==> src/design/dcache_pkg.sv <==
package dcache_pkg;

        // address split
        localparam int TAG_W    = 24;
        localparam int INDEX_W  = 3;
        localparam int OFFSET_W = 5;

        // geometry
        localparam int NUM_WAYS = 4;
        localparam int NUM_SETS = 8;
        localparam int BEATS    = 8;    // 32-bit words per line

        // one cache line, seen as beats or as a flat vector
        typedef union packed {
                logic [BEATS*32-1:0]      flat;
                logic [BEATS-1:0][31:0]   words;  // word 0 in the low bits
        } line_t;

        typedef logic [1:0] way_sel_t;

        typedef enum logic [3:0] {
                WAIT,
                TAG_RD,
                CACHE,
                RESP,
                EVICT,
                MEM_WT,
                SEND,
                MEM_RD,
                RECV,
                REFILL
        } ctrl_state_t;

endpackage
==> src/design/way_if.sv <==
interface way_if;
        import dcache_pkg::*;

        // request fields, from the controller
        logic [INDEX_W-1:0]  index;
        logic [TAG_W-1:0]    tag;
        logic [OFFSET_W-1:0] offset;
        logic [31:0]         wdata;
        logic [3:0]          wstrb;
        line_t               refill_line;

        // strobes, one per controller state
        logic lookup;   // TAG_RD
        logic store;    // CACHE on a write
        logic evict;    // EVICT
        logic refill;   // REFILL
        logic age;      // CACHE

        // lookup results, from the ways
        logic               hit;
        line_t              hit_line;
        logic               victim_dirty;
        logic [TAG_W-1:0]   victim_tag;
        line_t              victim_line;

        modport ctrl_mp (
                output index, tag, offset, wdata, wstrb, refill_line,
                output lookup, store, evict, refill, age,
                input  hit, hit_line, victim_dirty, victim_tag, victim_line
        );

        modport ways_mp (
                input  index, tag, offset, wdata, wstrb, refill_line,
                input  lookup, store, evict, refill, age,
                output hit, hit_line, victim_dirty, victim_tag, victim_line
        );

endinterface

==> src/design/dcache_ctrl.sv <==
module dcache_ctrl (
        input  logic        clk,
        input  logic        rst,

        // cpu request / response
        input  logic        i_cpu_req_valid,
        input  logic        i_cpu_req_we,
        input  logic [31:0] i_cpu_req_addr,
        input  logic [31:0] i_cpu_req_wdata,
        input  logic [3:0]  i_cpu_req_wstrb,
        output logic        o_cpu_req_ready,
        output logic        o_cpu_rsp_valid,
        output logic [31:0] o_cpu_rsp_data,
        input  logic        i_cpu_rsp_ready,

        // memory read
        output logic        o_mem_rd_req_valid,
        output logic [31:0] o_mem_rd_req_addr,
        input  logic        i_mem_rd_req_ready,
        input  logic        i_mem_rd_rsp_valid,
        input  logic [31:0] i_mem_rd_rsp_data,
        input  logic        i_mem_rd_rsp_last,
        output logic        o_mem_rd_rsp_ready,

        // memory write
        output logic        o_mem_wr_req_valid,
        output logic [31:0] o_mem_wr_req_addr,
        input  logic        i_mem_wr_req_ready,
        output logic        o_mem_wr_data_valid,
        output logic [31:0] o_mem_wr_data,
        output logic        o_mem_wr_data_last,
        input  logic        i_mem_wr_data_ready,

        way_if.ctrl_mp      way
);
        import dcache_pkg::*;

        localparam int BEAT_W = $clog2(BEATS);

        ctrl_state_t state_q;
        ctrl_state_t state_d;

        // registered request
        logic [31:0] req_addr_q;
        logic        req_we_q;
        logic [31:0] req_wdata_q;
        logic [3:0]  req_wstrb_q;

        logic [BEAT_W-1:0] beat_q;
        line_t             refill_q;
        logic [BEATS*32-1:0] rsp_shift;

        logic req_fire;
        logic rd_beat;
        logic wr_beat;

        assign req_fire = o_cpu_req_ready & i_cpu_req_valid;
        assign rd_beat  = o_mem_rd_rsp_ready & i_mem_rd_rsp_valid;
        assign wr_beat  = o_mem_wr_data_valid & i_mem_wr_data_ready;

        always_ff @(posedge clk) begin
                if (rst) begin
                        state_q <= WAIT;
                end else begin
                        state_q <= state_d;
                end
        end

        always_comb begin
                state_d = state_q;  // hold on back-pressure
                case (state_q)
                WAIT:   if (i_cpu_req_valid) state_d = TAG_RD;
                TAG_RD: state_d = way.hit ? CACHE : EVICT;
                CACHE:  state_d = req_we_q ? WAIT : RESP;
                RESP:   if (i_cpu_rsp_ready) state_d = WAIT;
                EVICT:  state_d = way.victim_dirty ? MEM_WT : MEM_RD;
                MEM_WT: if (i_mem_wr_req_ready) state_d = SEND;
                SEND:   if (wr_beat && o_mem_wr_data_last) state_d = MEM_RD;
                MEM_RD: if (i_mem_rd_req_ready) state_d = RECV;
                RECV:   if (rd_beat && i_mem_rd_rsp_last) state_d = REFILL;
                REFILL: state_d = req_we_q ? CACHE : RESP;
                default: state_d = WAIT;
                endcase
        end

        always_ff @(posedge clk) begin
                if (req_fire) begin
                        req_addr_q  <= i_cpu_req_addr;
                        req_we_q    <= i_cpu_req_we;
                        req_wdata_q <= i_cpu_req_wdata;
                        req_wstrb_q <= i_cpu_req_wstrb;
                end
        end

        // beat counter, shared by write-back and refill
        always_ff @(posedge clk) begin
                if (rst) begin
                        beat_q <= '0;
                end else if (state_q == MEM_RD || state_q == MEM_WT) begin
                        beat_q <= '0;
                end else if (rd_beat || wr_beat) begin
                        beat_q <= beat_q + 1'b1;
                end
        end

        always_ff @(posedge clk) begin
                if (rd_beat) begin
                        refill_q.words[beat_q] <= i_mem_rd_rsp_data;
                end
        end

        // handshake levels straight from the state
        assign o_cpu_req_ready     = (state_q == WAIT);
        assign o_cpu_rsp_valid     = (state_q == RESP);
        assign o_mem_rd_req_valid  = (state_q == MEM_RD);
        assign o_mem_rd_rsp_ready  = (state_q == RECV);
        assign o_mem_wr_req_valid  = (state_q == MEM_WT);
        assign o_mem_wr_data_valid = (state_q == SEND);

        assign o_mem_rd_req_addr = {req_addr_q[31:OFFSET_W], {OFFSET_W{1'b0}}};
        assign o_mem_wr_req_addr = {way.victim_tag, way.index, {OFFSET_W{1'b0}}};

        assign o_mem_wr_data      = way.victim_line.words[beat_q];
        assign o_mem_wr_data_last = (beat_q == BEAT_W'(BEATS - 1));

        assign rsp_shift      = way.hit_line.flat >> {way.offset, 3'b000};
        assign o_cpu_rsp_data = rsp_shift[31:0];

        // request fields to the ways
        assign way.tag         = req_addr_q[31 -: TAG_W];
        assign way.index       = req_addr_q[OFFSET_W +: INDEX_W];
        assign way.offset      = req_addr_q[OFFSET_W-1:0];
        assign way.wdata       = req_wdata_q;
        assign way.wstrb       = req_wstrb_q;
        assign way.refill_line = refill_q;

        assign way.lookup = (state_q == TAG_RD);
        assign way.store  = (state_q == CACHE) & req_we_q;
        assign way.evict  = (state_q == EVICT);
        assign way.refill = (state_q == REFILL);
        assign way.age    = (state_q == CACHE);

        // response held until the cpu takes it
        assert property (@(posedge clk) disable iff (rst)
                o_cpu_rsp_valid && !i_cpu_rsp_ready |=>
                        o_cpu_rsp_valid && $stable(o_cpu_rsp_data))
                else $error("cpu response dropped or changed before ready");

endmodule

==> src/flat_wrapper.sv <==
// flat-port wrapper written by rule: the top's interface ports become plain ports
module dcache_ctrl_flat import dcache_pkg::*;
  (clk, rst, i_cpu_req_valid, i_cpu_req_we, i_cpu_req_addr, i_cpu_req_wdata, i_cpu_req_wstrb, o_cpu_req_ready, o_cpu_rsp_valid, o_cpu_rsp_data, i_cpu_rsp_ready, o_mem_rd_req_valid, o_mem_rd_req_addr, i_mem_rd_req_ready, i_mem_rd_rsp_valid, i_mem_rd_rsp_data, i_mem_rd_rsp_last, o_mem_rd_rsp_ready, o_mem_wr_req_valid, o_mem_wr_req_addr, i_mem_wr_req_ready, o_mem_wr_data_valid, o_mem_wr_data, o_mem_wr_data_last, i_mem_wr_data_ready, way_index, way_tag, way_offset, way_wdata, way_wstrb, way_refill_line, way_lookup, way_store, way_evict, way_refill, way_age, way_hit, way_hit_line, way_victim_dirty, way_victim_tag, way_victim_line);
  way_if way_i ();
  input  logic clk;
  input  logic rst;
  input  logic i_cpu_req_valid;
  input  logic i_cpu_req_we;
  input  logic [31:0] i_cpu_req_addr;
  input  logic [31:0] i_cpu_req_wdata;
  input  logic [3:0] i_cpu_req_wstrb;
  output logic o_cpu_req_ready;
  output logic o_cpu_rsp_valid;
  output logic [31:0] o_cpu_rsp_data;
  input  logic i_cpu_rsp_ready;
  output logic o_mem_rd_req_valid;
  output logic [31:0] o_mem_rd_req_addr;
  input  logic i_mem_rd_req_ready;
  input  logic i_mem_rd_rsp_valid;
  input  logic [31:0] i_mem_rd_rsp_data;
  input  logic i_mem_rd_rsp_last;
  output logic o_mem_rd_rsp_ready;
  output logic o_mem_wr_req_valid;
  output logic [31:0] o_mem_wr_req_addr;
  input  logic i_mem_wr_req_ready;
  output logic o_mem_wr_data_valid;
  output logic [31:0] o_mem_wr_data;
  output logic o_mem_wr_data_last;
  input  logic i_mem_wr_data_ready;
  output wire logic [$bits(way_i.index)-1:0] way_index;
  output wire logic [$bits(way_i.tag)-1:0] way_tag;
  output wire logic [$bits(way_i.offset)-1:0] way_offset;
  output wire logic [$bits(way_i.wdata)-1:0] way_wdata;
  output wire logic [$bits(way_i.wstrb)-1:0] way_wstrb;
  output wire logic [$bits(way_i.refill_line)-1:0] way_refill_line;
  output wire logic [$bits(way_i.lookup)-1:0] way_lookup;
  output wire logic [$bits(way_i.store)-1:0] way_store;
  output wire logic [$bits(way_i.evict)-1:0] way_evict;
  output wire logic [$bits(way_i.refill)-1:0] way_refill;
  output wire logic [$bits(way_i.age)-1:0] way_age;
  input wire logic [$bits(way_i.hit)-1:0] way_hit;
  input wire logic [$bits(way_i.hit_line)-1:0] way_hit_line;
  input wire logic [$bits(way_i.victim_dirty)-1:0] way_victim_dirty;
  input wire logic [$bits(way_i.victim_tag)-1:0] way_victim_tag;
  input wire logic [$bits(way_i.victim_line)-1:0] way_victim_line;
  assign way_index = way_i.index;
  assign way_tag = way_i.tag;
  assign way_offset = way_i.offset;
  assign way_wdata = way_i.wdata;
  assign way_wstrb = way_i.wstrb;
  assign way_refill_line = way_i.refill_line;
  assign way_lookup = way_i.lookup;
  assign way_store = way_i.store;
  assign way_evict = way_i.evict;
  assign way_refill = way_i.refill;
  assign way_age = way_i.age;
  assign way_i.hit = way_hit;
  assign way_i.hit_line = way_hit_line;
  assign way_i.victim_dirty = way_victim_dirty;
  assign way_i.victim_tag = way_victim_tag;
  assign way_i.victim_line = way_victim_line;
  dcache_ctrl u_core (.clk(clk), .rst(rst), .i_cpu_req_valid(i_cpu_req_valid), .i_cpu_req_we(i_cpu_req_we), .i_cpu_req_addr(i_cpu_req_addr), .i_cpu_req_wdata(i_cpu_req_wdata), .i_cpu_req_wstrb(i_cpu_req_wstrb), .o_cpu_req_ready(o_cpu_req_ready), .o_cpu_rsp_valid(o_cpu_rsp_valid), .o_cpu_rsp_data(o_cpu_rsp_data), .i_cpu_rsp_ready(i_cpu_rsp_ready), .o_mem_rd_req_valid(o_mem_rd_req_valid), .o_mem_rd_req_addr(o_mem_rd_req_addr), .i_mem_rd_req_ready(i_mem_rd_req_ready), .i_mem_rd_rsp_valid(i_mem_rd_rsp_valid), .i_mem_rd_rsp_data(i_mem_rd_rsp_data), .i_mem_rd_rsp_last(i_mem_rd_rsp_last), .o_mem_rd_rsp_ready(o_mem_rd_rsp_ready), .o_mem_wr_req_valid(o_mem_wr_req_valid), .o_mem_wr_req_addr(o_mem_wr_req_addr), .i_mem_wr_req_ready(i_mem_wr_req_ready), .o_mem_wr_data_valid(o_mem_wr_data_valid), .o_mem_wr_data(o_mem_wr_data), .o_mem_wr_data_last(o_mem_wr_data_last), .i_mem_wr_data_ready(i_mem_wr_data_ready), .way(way_i));
endmodule
==> config.mk <==
export PLATFORM = sky130hd
export DESIGN_NAME = dcache_ctrl_flat
export DESIGN_NICKNAME = d
export VERILOG_FILES = /design/src/design/dcache_pkg.sv /design/src/design/way_if.sv /design/src/design/dcache_ctrl.sv /design/src/flat_wrapper.sv
export SDC_FILE = /design/constraint.sdc
export NUM_CORES = 1
export LEC_CHECK = 0
export BUFFER_PORTS_ARGS = -buffer_cell sky130_fd_sc_hd__buf_2
export CAP_MARGIN = 40
export CORE_AREA = 8 8 429 431
export CTS_CLUSTER_DIAMETER = 200
export DETAILED_ROUTE_END_ITERATION = 10
export DIE_AREA = 0 0 437 439
export GPL_TIMING_DRIVEN = 0
export HOLD_SLACK_MARGIN = 0.02
export SYNTH_ARGS = -nofsm -noshare
export SYNTH_HDL_FRONTEND = slang
export SYNTH_SLANG_ARGS = --single-unit
==> constraint.sdc <==
create_clock -name clk -period 5.4 [get_ports clk]
set_input_delay 1.08 -clock clk [delete_from_list [all_inputs] [get_ports clk]]
set_output_delay 1.08 -clock clk [all_outputs]
set_load 0.005 [all_outputs]
### Word level (Yosys, flattened, before mapping)

Index checks and enable logic that the tools add are counted.

| storage, ports and cells | value |
|---|---|
| output and inout bits | 464 |
| logic and storage cells | 55 |
| bits in registers | 332 |
| bits of input ports | 648 |

| operators by class | value |
|---|---|
| multiplexer cells | 16 |
| $add $sub $neg | 1 |
| bitwise logic cells | 4 |
| reduce and logical (&&, ||, !) cells | 8 |
| shift-type cells | 1 |
| magnitude comparators | 2 |
| equality and inequality tests | 16 |

Operators with widths:

| cell | number |
|---|---|
| $bwmux W256 | 1 |
| $shr A256 B8 Y32 | 1 |
| $bmux W32 S3 | 1 |
| $demux W32 S3 | 1 |
| $mux W32 | 2 |
| $pmux W4 S10 | 1 |
| $mux W4 | 6 |
| $eq A4 B3 Y1 const B | 4 |
| $eq A4 B2 Y1 const B | 2 |
| $eq A4 B4 Y1 const B | 2 |
| $ne A2 B1 Y1 const B | 3 |
| $ne A2 B2 Y1 const B | 3 |
| $reduce_and A6 Y1 | 1 |
| $and A1 B1 Y1 | 4 |
| $eq A4 B1 Y1 const B | 1 |
| $logic_not A4 Y1 | 1 |
| $lt A3 B4 Y1 const B | 1 |
| $mux W2 | 2 |
| $add A3 B1 Y3 const B | 1 |
| $eq A3 B3 Y1 const B | 1 |
| $ge A3 B1 Y1 const B | 1 |
| $logic_and A1 B1 Y1 | 3 |
| $mux W3 | 1 |
| $logic_or A1 B1 Y1 | 2 |
| other kinds (2) | 2 |

### Longest topological paths before layout

| depth | value |
|---|---|
| word-level depth | 5 |
| gate-level depth with buffers | 9 |
| gate-level depth less buffers | 6 |

### Worst setup path before layout

Ideal clock, no wire load.

| timing path | value |
|---|---|
| path kind | input-to-reg |
| from | in i_mem_rd_rsp_valid |
| to | reg u_core.refill_q (netlist bit u_core.way.refill_line[100]), enable pin |
| arrival | 3.539 ns |
| cell stages on the path | 3 |
| setup slack | 1.400 ns |
| library setup time | 0.461 ns |
| data required time | 4.939 ns |
| path buffers | 0 |
| cells stage by stage | and2_1 nand2_1 nor3_1 |

| on the way | value |
|---|---|
| cells in the longest elaborated chain, start to end | 1 |

RTL lines:

| item | RTL line | text |
|---|---|---|
| start, declared | flat_wrapper.sv:19 | `input logic i_mem_rd_rsp_valid;` |
| $and A1 B1 Y1 | dcache_ctrl.sv:58 | `assign rd_beat = o_mem_rd_rsp_ready & i_mem_rd_rsp_valid;` |
| end, declared | dcache_ctrl.sv:50 | `line_t refill_q;` |

No other way between the ends.
A chain may end at the register's enable or synchronous reset.

### Worst setup path in the final report

| timing path | value |
|---|---|
| from | reg u_core.req_addr_q[0] |
| to | out o_cpu_rsp_data[8] |

| on the way | value |
|---|---|
| cells in the longest elaborated chain, start to end | 1 |

RTL lines:

| item | RTL line | text |
|---|---|---|
| start, declared | dcache_ctrl.sv:44 | `logic [31:0] req_addr_q;` |
| start signal, assigned | dcache_ctrl.sv:88 | `req_addr_q <= i_cpu_req_addr;` |
| $shr A256 B8 Y32 | dcache_ctrl.sv:126 | `assign rsp_shift = way.hit_line.flat >> {way.offset, 3'b000};` |
| end, declared | flat_wrapper.sv:14 | `output logic [31:0] o_cpu_rsp_data;` |

No other way between the ends.

==> flow_summary.yaml <==
critical_path:
  rr_worst_depth: 10
  reg2reg_from: "u_core.beat_q[1]"
  cp_slowest_cell: "nand2_1"
  worst-path-max-fanout: 10
  endpoint_kind: "output pin"
  required_ns: 4.32
  path_common_cell: "buf_2"
  reg2reg_setup_slack_ns: 1.52
  crit_type: "flop to output pin"
  rr_endpoint: "u_core.way.refill_line[79]"
  startpoint: "u_core.req_addr_q[0]"
  worstPathCellList: "buf_2, buf_4, buf_2, buf_2, nand2_1, o22a_1, o221ai_1, buf_2"
  arrival_ns: 4.11
  cpPeakStageDelay_ns: 0.52
  cp-endpoint: "o_cpu_rsp_data[8]"
  crit_path_start_kind: "flop"
synthesis:
  ys_types: 61
  postSynth.asyncResetShare_pct: 0
  synth-edff-count: 325
  ys.warnings.count: 0
  seq_area_frac_synth_pct: 48.7
  netlist_instances: 1331
  syn_avg_cell_area_um2: 15.3
  synth.cell_area_um2: 20300
  synth_seq_cells: 332
  synth-main-ff-cell: "edfxtp_1"
power_and_ir_drop:
  p_clk_share_pct: 26.0
  combPwrFrac_pct: 44.2
  power.internal_w: 0.00656
  p_seq_share_pct: 29.8
  leakagePower_nw: 12.0
  pwr_density_cell_nw_per_um2: 350
  ir_worst_vdd_uv: 170
  p_sw_share_pct: 38.8
  switchingPower_w: 0.00416
drt:
  vias: 20699
  wl_um: 165000
  via_per_inst: 4.21
  wl_per_cell_um: 33.6
  drc: 0
  first_pass_iters: 5
  final_antenna_net_count: 0
  drtIter0Drc: 2506
final_layout:
  fill_cells: 19604
  fin_area_um2: 30600
  finalNetCount: 3148
  final_cells: 4918
  syn_to_final_growth_pct: 50.8
  drive_above_1_share_pct: 64.1
timing:
  fin_crit_sh_pct: 96.0
  finalCriticalPeriod_ns: 5.19
  holdWs_ns: 0.603
  rsz0062_at_grt: "false"
  fin_skew_ns: 0.0296
  slew_headroom_pct: 34.3
  hold_violations: 0
  worstMarginPinSlew_ns: 0.986
  worst_slack_ns: 0.213
  tns_ns: 0
  finalSetupViolCount: 0
  max_freq_mhz: 193
  slew_viol_final: 0
die:
  io_pins: 1112
  die_w_um: 437
  die-height_um: 439
  core-area_um2: 177000
  row_count: 155
  die-area_um2: 192000
  start_util_pct: 11.5
clock_tree:
  cts_resized: 0
  clkTransAtPathRegs_ns: 0.06
  htree_levels: 2
  cts_buffer_depth: 3
  cts_buffers: 38
  cts_tree: "done"
  cts.sinks: 332
  postCtsHoldBufs: 0
  cts_setup_buffers: 0
  cts_root_buffer: "clkbuf_16"
  clkLatencyLatePin_ns: 0.58
placed_design:
  placedInstanceArea_um2: 29200
  dpl.cell_count: 4812
  gp_congestion: 1.01
  place.port_buffers: 1077
  dpl.hpwl_um: 142000
  place_ws_ns: 1.03
grt:
  grt.overflow.total: 0
  antenna_found_initial: 100
  grt_pass1_vias: 19862
  grt_max_degree: 36
  grt_pass1_wl_um: 207000
  grt_usage_pct: 16.0
hold_path:
  min_path_type: "flop to flop"
run:
  max_cap_violations: 0
status:
  run_status: "finished clean"
## final cells by class
| type | count | area (um^2) | area share (%) |
|---|---|---|---|
| inverters | 13 | 48.8 | 0.159 |
| clock buffers | 43 | 970 | 3.16 |
| plain buffers | 181 | 1110 | 3.62 |
| well taps | 2355 | 2950 | 9.61 |
| clock inverters | 26 | 375 | 1.22 |
| multi-input cells | 814 | 9330 | 30.4 |
| flip-flops and latches | 332 | 9900 | 32.3 |
| diodes | 36 | 90.1 | 0.294 |
| repair buffers | 1118 | 5880 | 19.2 |
## routing by layer
metal | vias up | wire [um] | part of all wire, % | GRT usage [%]
met3 | 324 | 21000 | 13 | 6.69
met1 | 10655 | 65600 | 40 | 20.6
met5 | - | 188 | 0.11 | 0
li1 | 7868 | - | - | -
met2 | 1826 | 70800 | 43 | 23.7
met4 | 26 | 7970 | 4.8 | 6.13
## synthesized netlist by cell type, types with 5 or more instances
library cell,count,area share [%]
buf_6,7,0.39
and3_1,14,0.43
a21oi_1,14,0.34
buf_4,85,3.1
nor3_1,9,0.22
a22oi_1,23,0.85
mux2_2,62,3.4
mux2i_1,110,5.4
nand2_1,122,2.3
dfxtp_1,7,0.69
o22ai_1,19,0.58
nor2b_1,11,0.34
nor2_1,23,0.42
o21ai_0,21,0.52
buf_1,10,0.18
a221o_1,5,0.25
buf_2,45,1.1
a211oi_1,5,0.18
nand3_1,9,0.22
edfxtp_1,325,48
a221oi_1,36,1.6
nand2b_1,7,0.22
o211ai_1,5,0.18
and2_1,12,0.37
a31oi_1,8,0.25
o221ai_1,17,0.73
mux4_2,223,25
inv_1,9,0.17
clkbuf_1,34,0.63
## how the worst min path moves through the flow
stage / startpoint / cells past startpoint / to / slack, ns
floorplan: u_core.state_q[2] / 3 / u_core.state_q[3] / 0.52
global placement: u_core.state_q[2] / 3 / u_core.state_q[3] / 0.56
detailed placement: u_core.state_q[2] / 3 / u_core.state_q[3] / 0.57
CTS: i_cpu_req_addr[2] / 1 / u_core.req_addr_q[2] / 0.58
global route: i_cpu_req_wdata[11] / 1 / u_core.way.wdata[11] / 0.60
finish: u_core.state_q[2] / 3 / u_core.state_q[3] / 0.60
## power by group through the flow
stage	Clock, W	Combinational [W]	Sequential (W)
global route	0.00294	0.00486	0.00321
detailed placement	0	0.00461	0.00324
global placement	0	0.00457	0.00328
CTS	0.00287	0.00463	0.00320
finish	0.00278	0.00474	0.00319
floorplan	0	0.00233	0.00317
## cells in the final DEF (no fill, tap or decap), drive strengths merged, types with 4 or more instances in the layout
master,instances
conb,10
nor2,23
a211oi,5
o22ai,19
nand3,9
diode,36
and2,12
clkinv,15
a21oi,14
and3,14
mux2i,110
nor2b,11
o22a,4
o221ai,17
nor3,9
dfxtp,7
inv,14
mux2,62
edfxtp,325
o21ai,21
nand2,122
a221o,5
mux4,223
o211ai,5
clkinvlp,4
clkbuf,77
a221oi,36
a31oi,8
bufinv,6
nand2b,7
buf,1265
a22oi,23
## per-stage QoR
stage | util (%) | total power [W]
finish | 17.3 | 0.0107
global route | 17.3 | 0.0110
CTS | 17.2 | 0.0107
detailed placement | 16.5 | 0.00785
global placement | 16.2 | 0.00785
floorplan | - | 0.00550
## sequential cells by signal, indices dropped and copies added (netlist names)
signal	cells
u_core.way.refill_line	256
u_core.way.wstrb	4
u_core.beat_q	3
u_core.req_we_q	1
u_core.way.wdata	32
u_core.state_q	4
u_core.req_addr_q	32
## logic make-up (layout without fill, tap and decap cells)
family          count (synthesis)  after routing  share of synthesized area, %
mux                           395            395                          33.6
flops                         332            332                          48.7
simple gates                  224            224                          5.16
buf+inv                       194           1381                          5.69
compound gates                182            182                          6.71
fa+ha+maj                       2              2                         0.123
other cells                     1             46                        0.0184
xor+xnor                        1              1                        0.0431
## critical path: cells and delay by family (launching register included)
kind	cells	cell delay, ns
AND/OR/NAND/NOR	1	0.52
flip-flops	1	0.49
AO/OA/AOI/OAI	2	0.51
buffers and inverters	5	1.96
(Power assumes the default switching activity.)
